`config.mk`:
```
export PLATFORM = sky130hd
export DESIGN_NAME = sound
export DESIGN_NICKNAME = d
export VERILOG_FILES = /design/src/hdl/sound_pkg.sv /design/src/hdl/sound.sv /design/src/hdl/sound_dsp.sv /design/src/hdl/sound_mixer_regs.sv /design/src/hdl/sound_rate_tick.sv /design/src/hdl/sound_volume.sv
export SDC_FILE = /design/constraint.sdc
export NUM_CORES = 1
export LEC_CHECK = 0
export BUFFER_PORTS_ARGS = -buffer_cell sky130_fd_sc_hd__buf_2
export CAP_MARGIN = 40
export CORE_ASPECT_RATIO = 1.5
export CORE_UTILIZATION = 30
export DETAILED_ROUTE_END_ITERATION = 7
export GPL_ROUTABILITY_DRIVEN = 0
export PLACE_DENSITY_LB_ADDON = 0.2
export SYNTH_ARGS = -nofsm -noshare
export SYNTH_HDL_FRONTEND = slang
export SYNTH_SLANG_ARGS = --single-unit
```
`constraint.sdc`:
```
create_clock -name clk -period 10.38 [get_ports clk]
set_input_delay 1.038 -clock clk [delete_from_list [all_inputs] [get_ports clk]]
set_output_delay 1.038 -clock clk [all_outputs]
set_load 0.005 [all_outputs]
```
`src/hdl/sound_pkg.sv`:
```
// shared constants for the sound card front end
// port offsets, mixer indices, dsp commands and the mixer byte layout
`default_nettype none

package sound_pkg;

	// i/o port offsets within the 16-byte window
	localparam logic [3:0] port_mix_index  = 4'h4;
	localparam logic [3:0] port_mix_data   = 4'h5;
	localparam logic [3:0] port_dsp_reset  = 4'h6;
	localparam logic [3:0] port_dsp_read   = 4'hA;
	localparam logic [3:0] port_dsp_cmd    = 4'hC;
	localparam logic [3:0] port_dsp_status = 4'hE;

	// mixer indices, pro layout
	localparam logic [7:0] mix_reset  = 8'h00;
	localparam logic [7:0] mix_voice  = 8'h04;
	localparam logic [7:0] mix_master = 8'h22;
	localparam logic [7:0] mix_midi   = 8'h26;
	localparam logic [7:0] mix_cd     = 8'h28;
	localparam logic [7:0] mix_line   = 8'h2E;

	// sb16 single channel levels
	localparam logic [7:0] sb16_master_l = 8'h30;
	localparam logic [7:0] sb16_master_r = 8'h31;
	localparam logic [7:0] sb16_voice_l  = 8'h32;
	localparam logic [7:0] sb16_voice_r  = 8'h33;
	localparam logic [7:0] sb16_midi_l   = 8'h34;
	localparam logic [7:0] sb16_midi_r   = 8'h35;
	localparam logic [7:0] sb16_cd_l     = 8'h36;
	localparam logic [7:0] sb16_cd_r     = 8'h37;
	localparam logic [7:0] sb16_line_l   = 8'h38;
	localparam logic [7:0] sb16_line_r   = 8'h39;

	localparam logic [7:0] mix_irq_sel  = 8'h80;
	localparam logic [7:0] mix_irq_stat = 8'h82;

	localparam logic [7:0] mode_pro_on    = 8'hAD; // written to index 80
	localparam logic [7:0] mode_pro_off   = 8'hAE;
	localparam logic [7:0] dsp_ready_byte = 8'hAA;

	localparam logic [4:0]  vol_reset    = 5'h1F;
	localparam logic [15:0] dsp_reset_us = 16'd3; // ticks until ready byte
	localparam logic [27:0] tick_hz      = 28'd1000000;

	// dsp commands
	localparam logic [7:0] cmd_direct_dac = 8'h10;
	localparam logic [7:0] cmd_version    = 8'hE1;
	localparam logic [7:0] cmd_irq8       = 8'hF2;

	localparam logic [7:0] dsp_version_major = 8'h04;
	localparam logic [7:0] dsp_version_minor = 8'h05;

	// one mixer data byte, seen as a pro nibble pair or an sb16 level
	typedef union packed {
		struct packed {
			logic [3:0] left;
			logic [3:0] right;
		} pro;
		struct packed {
			logic [4:0] level;
			logic [2:0] unused;
		} sb16;
	} mixer_byte_u;

endpackage

`default_nettype wire

```
`src/hdl/sound.sv`:
```
// sound card top level
// qualifies the host strobes with sb_cs, muxes readback and routes the irq
// to line 5, 7 or 10 as picked in mixer register 80
`timescale 1ns/1ps
`default_nettype none

module sound (
	input  logic        clk,
	input  logic        rst_n,
	input  logic [3:0]  address,
	input  logic        read,
	input  logic        write,
	input  logic [7:0]  writedata,
	input  logic        sb_cs,
	input  logic [27:0] clock_rate,
	output logic        irq_5,
	output logic        irq_7,
	output logic        irq_10,
	output logic [7:0]  readdata,
	output logic [4:0]  vol_l,
	output logic [4:0]  vol_r,
	output logic [4:0]  vol_midi_l,
	output logic [4:0]  vol_midi_r,
	output logic [4:0]  vol_cd_l,
	output logic [4:0]  vol_cd_r,
	output logic [4:0]  vol_line_l,
	output logic [4:0]  vol_line_r,
	output logic [15:0] sample_l,
	output logic [15:0] sample_r
);

	logic        sb_read;
	logic        sb_write;
	logic        ce_1us;
	logic [7:0]  mixer_data;
	logic [7:0]  dsp_data;
	logic        irq8;
	logic        irq_sel_7;
	logic        irq_sel_10;
	logic [4:0]  vol_voice_l;
	logic [4:0]  vol_voice_r;
	logic [15:0] dac_sample;

	assign sb_read  = read && sb_cs;
	assign sb_write = write && sb_cs;

	always_ff @(posedge clk) begin
		if (sb_read)
			readdata <= (address == sound_pkg::port_mix_data) ? mixer_data : dsp_data;
	end

	assign irq_5  = irq8 && !irq_sel_7 && !irq_sel_10; // default line
	assign irq_7  = irq8 && irq_sel_7;
	assign irq_10 = irq8 && irq_sel_10;

	sound_rate_tick rate_tick (
		.clk        (clk),
		.rst_n      (rst_n),
		.clock_rate (clock_rate),
		.ce_1us     (ce_1us)
	);

	sound_mixer_regs mixer (
		.clk          (clk),
		.rst_n        (rst_n),
		.sb_write     (sb_write),
		.address      (address),
		.writedata    (writedata),
		.irq8         (irq8),
		.mixer_data   (mixer_data),
		.vol_voice_l  (vol_voice_l),
		.vol_voice_r  (vol_voice_r),
		.vol_master_l (vol_l),
		.vol_master_r (vol_r),
		.vol_midi_l   (vol_midi_l),
		.vol_midi_r   (vol_midi_r),
		.vol_cd_l     (vol_cd_l),
		.vol_cd_r     (vol_cd_r),
		.vol_line_l   (vol_line_l),
		.vol_line_r   (vol_line_r),
		.irq_sel_7    (irq_sel_7),
		.irq_sel_10   (irq_sel_10)
	);

	sound_dsp dsp (
		.clk        (clk),
		.rst_n      (rst_n),
		.ce_1us     (ce_1us),
		.sb_read    (sb_read),
		.sb_write   (sb_write),
		.address    (address),
		.writedata  (writedata),
		.dsp_data   (dsp_data),
		.irq8       (irq8),
		.dac_sample (dac_sample)
	);

	// mono dsp, one sample into both channels
	sound_volume vol_left (
		.clk        (clk),
		.rst_n      (rst_n),
		.sample_in  (dac_sample),
		.level      (vol_voice_l),
		.sample_out (sample_l)
	);

	sound_volume vol_right (
		.clk        (clk),
		.rst_n      (rst_n),
		.sample_in  (dac_sample),
		.level      (vol_voice_r),
		.sample_out (sample_r)
	);

endmodule

`default_nettype wire

```
`src/hdl/sound_dsp.sv`:
```
// reduced sound blaster dsp
// handles reset/ready, direct dac output, version query and irq raise
// dsp_data is the read value for the current address, sampled by the top
`timescale 1ns/1ps
`default_nettype none

module sound_dsp (
	input  logic        clk,
	input  logic        rst_n,
	input  logic        ce_1us,
	input  logic        sb_read,
	input  logic        sb_write,
	input  logic [3:0]  address,
	input  logic [7:0]  writedata,
	output logic [7:0]  dsp_data,
	output logic        irq8,
	output logic [15:0] dac_sample
);

	logic        dsp_rst;  // held in reset by port 6
	logic        counting; // waiting for the ready byte
	logic [15:0] rst_cnt;
	logic [7:0]  q_head;
	logic [7:0]  q_tail;
	logic [1:0]  q_count;
	logic        dac_pending; // next command byte is a sample
	logic [7:0]  dac_byte;
	logic        rst_wr;
	logic        cmd_wr;
	logic        stat_rd;
	logic        data_rd;

	assign rst_wr  = sb_write && address == sound_pkg::port_dsp_reset;
	assign cmd_wr  = sb_write && address == sound_pkg::port_dsp_cmd && !dsp_rst && !counting;
	assign stat_rd = sb_read && address == sound_pkg::port_dsp_status;
	assign data_rd = sb_read && address == sound_pkg::port_dsp_read;

	always_ff @(posedge clk) begin
		if (!rst_n) begin
			dsp_rst     <= 1'b0;
			counting    <= 1'b0;
			rst_cnt     <= 16'd0;
			q_count     <= 2'd0;
			dac_pending <= 1'b0;
			dac_byte    <= 8'h80; // midscale, silent
			irq8        <= 1'b0;
		end else begin
			if (rst_wr) begin
				if (writedata[0]) begin
					dsp_rst     <= 1'b1;
					counting    <= 1'b0;
					q_count     <= 2'd0;
					dac_pending <= 1'b0;
					irq8        <= 1'b0;
				end else if (dsp_rst) begin
					dsp_rst  <= 1'b0;
					counting <= 1'b1;
					rst_cnt  <= sound_pkg::dsp_reset_us;
				end
			end else if (counting && ce_1us) begin
				rst_cnt <= rst_cnt - 16'd1;
				if (rst_cnt == 16'd1) begin
					counting <= 1'b0;
					q_head   <= sound_pkg::dsp_ready_byte;
					q_count  <= 2'd1;
				end
			end

			if (cmd_wr) begin
				if (dac_pending) begin
					dac_byte    <= writedata;
					dac_pending <= 1'b0;
				end else begin
					case (writedata)
						sound_pkg::cmd_direct_dac: dac_pending <= 1'b1;
						sound_pkg::cmd_version: begin
							q_head  <= sound_pkg::dsp_version_major;
							q_tail  <= sound_pkg::dsp_version_minor;
							q_count <= 2'd2; // overwrites whatever was queued
						end
						sound_pkg::cmd_irq8: irq8 <= 1'b1;
						default: ;
					endcase
				end
			end

			if (stat_rd)
				irq8 <= 1'b0; // status read acknowledges
			if (data_rd && q_count != 2'd0) begin
				q_head  <= q_tail;
				q_count <= q_count - 2'd1;
			end
		end
	end

	always_comb begin
		case (address)
			sound_pkg::port_dsp_status: dsp_data = {q_count != 2'd0, 7'd0};
			sound_pkg::port_dsp_read:   dsp_data = q_head;
			default:                    dsp_data = 8'h00;
		endcase
	end

	// unsigned byte to signed, upper half of the word
	assign dac_sample = {~dac_byte[7], dac_byte[6:0], 8'h00};

endmodule

`default_nettype wire

```
`src/hdl/sound_mixer_regs.sv`:
```
// mixer register bank behind the index and data ports
// holds all volume levels, irq select and pro/sb16 mode
// mixer_data follows the index one cycle later
`timescale 1ns/1ps
`default_nettype none

module sound_mixer_regs (
	input  logic       clk,
	input  logic       rst_n,
	input  logic       sb_write,
	input  logic [3:0] address,
	input  logic [7:0] writedata,
	input  logic       irq8,
	output logic [7:0] mixer_data,
	output logic [4:0] vol_voice_l,
	output logic [4:0] vol_voice_r,
	output logic [4:0] vol_master_l,
	output logic [4:0] vol_master_r,
	output logic [4:0] vol_midi_l,
	output logic [4:0] vol_midi_r,
	output logic [4:0] vol_cd_l,
	output logic [4:0] vol_cd_r,
	output logic [4:0] vol_line_l,
	output logic [4:0] vol_line_r,
	output logic       irq_sel_7,
	output logic       irq_sel_10
);

	logic [7:0]             index;
	logic                   pro_mode; // sb16 level registers locked out
	logic                   index_wr;
	logic                   data_wr;
	logic                   irq_sel_5;
	sound_pkg::mixer_byte_u wr_byte;
	sound_pkg::mixer_byte_u rd_byte;

	// nibble to 5-bit level
	function automatic logic [4:0] expand(input logic [3:0] nib);
		return {nib, nib[3]};
	endfunction

	function automatic logic [7:0] pro_read(input logic [4:0] l, input logic [4:0] r,
		input logic masked);
		sound_pkg::mixer_byte_u b;
		b.pro.left  = l[4:1];
		b.pro.right = r[4:1];
		return masked ? (b & 8'hEE) : b;
	endfunction

	function automatic logic [7:0] sb16_read(input logic [4:0] level);
		sound_pkg::mixer_byte_u b;
		b.sb16.level  = level;
		b.sb16.unused = 3'b000;
		return b;
	endfunction

	assign index_wr  = sb_write && address == sound_pkg::port_mix_index;
	assign data_wr   = sb_write && address == sound_pkg::port_mix_data;
	assign wr_byte   = writedata;
	assign irq_sel_5 = !irq_sel_7 && !irq_sel_10;

	always_ff @(posedge clk) begin
		if (!rst_n) begin
			index      <= 8'h00;
			pro_mode   <= 1'b0;
			irq_sel_7  <= 1'b0;
			irq_sel_10 <= 1'b0;
		end else if (index_wr) begin
			index <= writedata;
		end else if (data_wr && index == sound_pkg::mix_irq_sel) begin
			if (writedata == sound_pkg::mode_pro_on)
				pro_mode <= 1'b1;
			else if (writedata == sound_pkg::mode_pro_off)
				pro_mode <= 1'b0;
			else begin
				irq_sel_7  <= writedata[3:2] == 2'b01;
				irq_sel_10 <= writedata[3:2] == 2'b10;
			end
		end
	end

	// index 00 write acts like a reset of the levels
	always_ff @(posedge clk) begin
		if (!rst_n || (data_wr && index == sound_pkg::mix_reset)) begin
			{vol_voice_l, vol_voice_r}   <= {2{sound_pkg::vol_reset}};
			{vol_master_l, vol_master_r} <= {2{sound_pkg::vol_reset}};
			{vol_midi_l, vol_midi_r}     <= {2{sound_pkg::vol_reset}};
			{vol_cd_l, vol_cd_r}         <= {2{sound_pkg::vol_reset}};
			{vol_line_l, vol_line_r}     <= {2{sound_pkg::vol_reset}};
		end else if (data_wr) begin
			case (index)
				sound_pkg::mix_voice: begin
					vol_voice_l <= expand(wr_byte.pro.left);
					vol_voice_r <= expand(wr_byte.pro.right);
				end
				sound_pkg::mix_master: begin
					vol_master_l <= expand(wr_byte.pro.left);
					vol_master_r <= expand(wr_byte.pro.right);
				end
				sound_pkg::mix_midi: begin
					vol_midi_l <= expand(wr_byte.pro.left);
					vol_midi_r <= expand(wr_byte.pro.right);
				end
				sound_pkg::mix_cd: begin
					vol_cd_l <= expand(wr_byte.pro.left);
					vol_cd_r <= expand(wr_byte.pro.right);
				end
				sound_pkg::mix_line: begin
					vol_line_l <= expand(wr_byte.pro.left);
					vol_line_r <= expand(wr_byte.pro.right);
				end
				sound_pkg::sb16_master_l: if (!pro_mode) vol_master_l <= wr_byte.sb16.level;
				sound_pkg::sb16_master_r: if (!pro_mode) vol_master_r <= wr_byte.sb16.level;
				sound_pkg::sb16_voice_l:  if (!pro_mode) vol_voice_l <= wr_byte.sb16.level;
				sound_pkg::sb16_voice_r:  if (!pro_mode) vol_voice_r <= wr_byte.sb16.level;
				sound_pkg::sb16_midi_l:   if (!pro_mode) vol_midi_l <= wr_byte.sb16.level;
				sound_pkg::sb16_midi_r:   if (!pro_mode) vol_midi_r <= wr_byte.sb16.level;
				sound_pkg::sb16_cd_l:     if (!pro_mode) vol_cd_l <= wr_byte.sb16.level;
				sound_pkg::sb16_cd_r:     if (!pro_mode) vol_cd_r <= wr_byte.sb16.level;
				sound_pkg::sb16_line_l:   if (!pro_mode) vol_line_l <= wr_byte.sb16.level;
				sound_pkg::sb16_line_r:   if (!pro_mode) vol_line_r <= wr_byte.sb16.level;
				default: ;
			endcase
		end
	end

	// readback value for the current index
	always_comb begin
		case (index)
			sound_pkg::mix_voice:     rd_byte = pro_read(vol_voice_l, vol_voice_r, pro_mode);
			sound_pkg::mix_master:    rd_byte = pro_read(vol_master_l, vol_master_r, pro_mode);
			sound_pkg::mix_midi:      rd_byte = pro_read(vol_midi_l, vol_midi_r, pro_mode);
			sound_pkg::mix_cd:        rd_byte = pro_read(vol_cd_l, vol_cd_r, pro_mode);
			sound_pkg::mix_line:      rd_byte = pro_read(vol_line_l, vol_line_r, pro_mode);
			sound_pkg::sb16_master_l: rd_byte = sb16_read(vol_master_l);
			sound_pkg::sb16_master_r: rd_byte = sb16_read(vol_master_r);
			sound_pkg::sb16_voice_l:  rd_byte = sb16_read(vol_voice_l);
			sound_pkg::sb16_voice_r:  rd_byte = sb16_read(vol_voice_r);
			sound_pkg::sb16_midi_l:   rd_byte = sb16_read(vol_midi_l);
			sound_pkg::sb16_midi_r:   rd_byte = sb16_read(vol_midi_r);
			sound_pkg::sb16_cd_l:     rd_byte = sb16_read(vol_cd_l);
			sound_pkg::sb16_cd_r:     rd_byte = sb16_read(vol_cd_r);
			sound_pkg::sb16_line_l:   rd_byte = sb16_read(vol_line_l);
			sound_pkg::sb16_line_r:   rd_byte = sb16_read(vol_line_r);
			sound_pkg::mix_irq_sel:   rd_byte = {4'h0, irq_sel_10, irq_sel_7, irq_sel_5, 1'b0};
			sound_pkg::mix_irq_stat:  rd_byte = {7'd0, irq8};
			default:                  rd_byte = 8'h00; // unknown index
		endcase
	end

	always_ff @(posedge clk) begin
		mixer_data <= rd_byte;
	end

endmodule

`default_nettype wire

```
`src/hdl/sound_rate_tick.sv`:
```
// 1 us clock enable from an arbitrary system clock rate
// clock_rate is the clk frequency in Hz, ce_1us pulses one cycle per tick
`timescale 1ns/1ps
`default_nettype none

module sound_rate_tick (
	input  logic        clk,
	input  logic        rst_n,
	input  logic [27:0] clock_rate,
	output logic        ce_1us
);

	logic [27:0] clk_rate; // registered copy of the rate input
	logic [27:0] acc;
	logic [27:0] sum;

	always_ff @(posedge clk) begin
		clk_rate <= clock_rate;
	end

	assign sum = acc + sound_pkg::tick_hz;

	// fractional divider, carries the remainder into the next period
	always_ff @(posedge clk) begin
		if (!rst_n) begin
			acc    <= 28'd0;
			ce_1us <= 1'b0;
		end else if (sum >= clk_rate) begin
			acc    <= sum - clk_rate;
			ce_1us <= 1'b1;
		end else begin
			acc    <= sum;
			ce_1us <= 1'b0;
		end
	end

endmodule

`default_nettype wire

```
`src/hdl/sound_volume.sv`:
```
// registered attenuation of one signed sample
// the upper four level bits give the shift, level zero mutes
`timescale 1ns/1ps
`default_nettype none

module sound_volume (
	input  logic        clk,
	input  logic        rst_n,
	input  logic [15:0] sample_in,
	input  logic [4:0]  level,
	output logic [15:0] sample_out
);

	logic [3:0]  shift;
	logic [15:0] scaled;

	assign shift = ~level[4:1]; // 1F gives no shift

	always_comb begin
		if (level == 5'd0)
			scaled = 16'd0;
		else
			scaled = $signed(sample_in) >>> shift;
	end

	always_ff @(posedge clk) begin
		if (!rst_n)
			sample_out <= 16'd0;
		else
			sample_out <= scaled;
	end

endmodule

`default_nettype wire

```
* Word level (Yosys, flattened, before mapping)
Index checks and enable logic that the tools add are counted.
** Word-level totals
- Bits in registers :: 204
- Input port bits :: 45
- Output and inout bits :: 83
- Logic and storage cells :: 204
** Cells by class
- Add/sub/neg operators :: 4
- Order comparisons :: 1
- Equal/unequal tests :: 44
- Shift operators :: 2
- Multiplexer cells :: 57
- Bitwise gates (word level) :: 7
- Reduce and logical (&&, ||, !) cells :: 60
** Operators with widths (count)
- case mux 8 bit (17 select lines) :: 1
- == test 8 x 6 -> 1 bit (second input constant) :: 14
- case mux 5 bit (2 select lines) :: 10
- two-way mux 16 bit :: 4
- two-way mux 8 bit :: 7
- == test 8 bit (second input constant) :: 6
- AND reduction 3 bit :: 13
- >>> shifter 16 x 4 -> 16 bit :: 2
- two-way mux 5 bit :: 6
- adder 28 x 20 -> 28 bit (second input constant) :: 1
- >= comparator 28 bit :: 1
- two-way mux 28 bit :: 1
- nonzero test 2 bit :: 14
- subtractor 28 bit :: 1
- != test 2 bit (second input constant) :: 11
- logical AND 1 bit :: 19
- two-way mux 1 bit :: 19
- == test 16 x 1 -> 1 bit (second input constant) :: 1
- two-way mux 2 bit :: 8
- case mux 8 bit (2 select lines) :: 1
- subtractor 16 x 1 -> 16 bit (second input constant) :: 1
- == test 4 x 3 -> 1 bit (second input constant) :: 3
- == test 4 bit (second input constant) :: 3
- logical NOT 5 bit :: 2
- other kinds (15) :: 26

* Longest topological paths before layout
- Depth in word-level cells :: 8
- Gate-level depth with buffers :: 17
- Gate-level depth less buffers :: 16

* Hierarchy
Synthesis repeated with hierarchy kept, for this count alone.
** Second synthesis, totals
- Cell total of the unflattened synthesis :: 1347
- Area total of the unflattened synthesis :: 12341.8 um^2
** By module, submodules not included
- sound_mixer_regs :: instances 1, cells each 421, area an instance 3838.7 um^2, seq. area each 1381.3 um^2
- sound_rate_tick :: instances 1, cells each 444, area an instance 3666.0 um^2, seq. area each 1141.1 um^2
- sound_volume :: instances 2, cells each 114, area an instance 1106.1 um^2, seq. area each 320.3 um^2
- sound_dsp :: instances 1, cells each 231, area an instance 2208.4 um^2, seq. area each 840.8 um^2
- sound :: instances 1, cells each 23, area an instance 416.6 um^2, seq. area each 240.2 um^2

* Worst setup path before layout
No wires, ideal clock.
- Path type :: register to register
- Start point :: reg rate_tick.acc[6]
- End point :: reg rate_tick.acc[12]
- Setup time :: 0.128 ns
- Arrival time :: 3.333 ns
- Data required time :: 10.252 ns
- Path slack :: 6.920 ns
- Stages on the path, launching flop included :: 16
- Path buffers :: 1
- Clock period less this slack :: 3.460 ns
- Cells stage by stage :: dfxtp_1 ha_1 a21oi_1 nor2_1 o21a_1 nor3_1 xor2_1 ha_1 a21o_2 a221oi_4 o211ai_2 a41o_4 o21ai_4 buf_8 mux2i_1 nor2_1
** On the way
- Cells in the longest elaborated chain, start to end :: 3
- Elaborated cells on any way between the ends :: 4
- Those cells by class :: add/sub: 2; order compare: 1; mux: 1
** Ends and longest elaborated chain
- start: declaration :: line sound_rate_tick.sv:14 : logic [27:0] acc;
- start signal: assignment :: line sound_rate_tick.sv:29 : acc <= sum - clk_rate;
- start signal: assignment :: line sound_rate_tick.sv:32 : acc <= sum;
- adder 28 x 20 -> 28 bit (*) :: line sound_rate_tick.sv:21 : assign sum = acc + sound_pkg::tick_hz;
- subtractor 28 bit / >= comparator 28 bit (equally long branches) :: line sound_rate_tick.sv:29, sound_rate_tick.sv:28
- two-way mux 28 bit (*) :: line sound_rate_tick.sv:28 : end else if (sum >= clk_rate) begin
Mark *: on every way between the ends. The rest lies on a longest branch, timed or not.
A chain may end at the register's enable or synchronous reset.

* Worst setup path after layout
- Start point :: reg rate_tick.acc[6]
- End point :: reg rate_tick.acc[11]
Same word-level chain as after synthesis.

==> flow_summary.ini <==
[cts]
clkSinkCount = 204
clk_pin_slew_worst_paths_ps = 60
clkLatencyLatePin_ps = 530
cts_tree = built
cts_buffers = 23
cts.hold.buffers_added = 0
clockBufferDepth = 3
post_cts_buffers = 0
cts-root-buf = clkbuf_16
htree_levels = 1
ctsResizeCount = 0

[global_routing]
grt_usage_pct = 17.3
grtUsageMet3_pct = 2.16
grt_pass1_wl_um = 48800
grt_pass1_vias = 8941
use_met1_pct = 17.9
met2_usage_pct = 33.8
grt-busiest-layer = met2
gr-total-overflow = 0
grt_max_degree = 51
antenna_found_initial = 0

[sta]
finalSetupViolCount = 0
slew_viol_final = 0
finClkSkew_ps = 10.7
fin_crit_sh_pct = 39.2
slew_headroom_pct = 43.3
hold_viol_final = 0
worst_pin_slew_ps = 846
timing.fmax_mhz = 246
fin_crit_ps = 4070
tns_ps = 0
rsz0062_at_grt = no

[final_layout]
final_cell_mix = dfxtp_1 (188), nor2_1 (148), nand2_1 (138), buf_2 (127), mux2i_1 (83)
layout_commonest_cell = dfxtp_1
area_growth_syn_to_layout_pct = 16.1
final_util_pct = 35.6
n_antenna_cell = 0
nNetsFinal = 1399
fill_cells = 3663
drive_gt1_share_pct = 14.7

[drt]
viasPerCell = 5.10
wirelength_um = 31200
routedWlPerCell_um = 17.3
drt_iter0_drc = 527
drt_pre_antenna_iters = 5
num_vias = 9199
drt.antenna.violating_nets = 0
drcViolationCount = 0

[critical_path]
endpoint_kind = register
reg2reg_slack_ps = 6310
arrival_ps = 4470
r2r_cells = 15
critical_path.max_fanout = 36
worstSetupStartpointType = register
crit_type = reg2reg
regToRegEndpoint = rate_tick.acc[11]
worstPathRequired_ps = 10780
r2r-start = rate_tick.acc[6]

[pwr]
leakage_nw = 5.56
p_per_area_nw_per_um2 = 166
ir_drop_v = 0.000184

[die]
die_area_um2 = 36000
die_w_um = 155
core_area_um2 = 34500
initial_utilization_pct = 30.7
die_h_um = 232
ios = 128
num_rows = 83

[yosys]
syn_area_um2 = 10600
synth.largest_area_cell = dfxtp_1
synth_cell_types = 75
synthArstFlopShare_pct = 0
synthTopCellsByArea = dfxtp_1 (36%), mux2i_1 (7.9%), nor2_1 (5.3%)
synth_area_per_cell_um2 = 8.61
synth_cells = 1227
yosysTopAreaCellShare_pct = 35.6
ys.flop_type = dfxtp_1
synth_nets = 1305
yosysWarnings = 0
synth-edff-count = 16
synth_seq_cells = 204
yosysSeqAreaShare_pct = 40.2

[place]
dp_hpwl_um = 23000
port_buffers = 127

[flow_run]
cap_violations = 0

[run_status]
outcome = completed

[min_path]
min_to = rate_tick.acc[0]
min_delay_path_depth = 2
min_from = rate_tick.acc[0]
worst_hold_path_type = reg2reg
-- cell type report --
class	instances	area [um2]	area share, %
multi-input combinational	896	5790	47.2
sequential	204	4240	34.6
inverter	63	236	1.93
tap	467	584	4.76
timing repair buffer	133	681	5.55
clock buffer	31	636	5.18
clock inverter	10	98.8	0.805
-- synthesized netlist by cell type, drive strengths merged (13+ instances only) --
| master | n |
|---|---|
| a211oi | 13 |
| o211ai | 34 |
| clkbuf | 55 |
| nand3 | 27 |
| inv | 63 |
| a21oi | 82 |
| xor2 | 26 |
| a22o | 13 |
| ha | 32 |
| a21o | 17 |
| xnor2 | 24 |
| edfxtp | 16 |
| nor2 | 148 |
| o21ai | 51 |
| mux2i | 83 |
| dfxtp | 188 |
| nand2b | 13 |
| nand2 | 138 |
| nor3 | 27 |
-- worst max-delay path by stage --
stage                     startpoint                end
floorplan           rate_tick.acc[6]  rate_tick.acc[12]
global placement    rate_tick.acc[6]  rate_tick.acc[18]
detailed placement  rate_tick.acc[6]   rate_tick.acc[5]
CTS                 rate_tick.acc[6]  rate_tick.acc[15]
global route        rate_tick.acc[8]  rate_tick.acc[11]
finish              rate_tick.acc[6]  rate_tick.acc[11]
-- state kept, by name, indices dropped and copies added (netlist names), 8 cells and up --
register,cells
vol_left.sample_out,16
vol_right.sample_out,16
dsp.rst_cnt,16
dsp.q_head,8
rate_tick.clk_rate,28
rate_tick.acc,28
mixer.mixer_data,8
dsp.dac_byte,8
readdata,8
mixer.index,8
-- metal layers --
metal / vias up / wire length (um)
met1: 4328 / 11600
li1: 4546 / -
met5: - / 0
met2: 252 / 16800
met3: 73 / 1320
met4: 0 / 1400
-- per-stage QoR --
stage                     cell area [um2]  cells  hold WS, ps  power (mW)  worst slack, ps
after floorplan                     10600   1227          429        1.16             6920
after global placement              11500   1762          442        1.25             6470
after detailed placement            11500   1763          448        1.25             6360
after CTS                           12300   1804          457        2.07             6340
after global routing                12300   1804          491        2.15             6010
final                               12300   1804          455        2.04             6310
-- worst max-delay path, stage by stage, from the launching register on --
cell and delay [ps]:
dfxtp_1 340, ha_1 230, a21oi_1 290, nor2_1 130, o21a_1 230, nor3_1 190
xor2_1 220, ha_1 330, a21o_2 240, a221oi_4 310, o211ai_2 170, a41o_4 320
o21ai_4 130, buf_4 460, mux2i_1 270, nor2_1 50
-- kinds of logic (layout without fill, tap and decap cells) --
kind of cell	after synthesis	after routing	share of synthesized area, %
AOI/OAI and AO/OA	283	283	18.3
xor gates and xnor gates	50	50	4.14
buffers and inverters	127	237	5.13
muxes	92	92	9.14
and+or+nand+nor	438	438	19.2
adders and majority gates	33	33	3.98
DFF	204	204	40.2
-- report_power, final --
group | switching (mW) | leakage [nW] | internal [mW]
logic | 0.238 | 3.52 | 0.160
clock network | 0.333 | 0.362 | 0.477
registers | 0.0181 | 1.68 | 0.818
total | 0.589 | 5.56 | 1.45
Power figures use the tool's default switching activity.
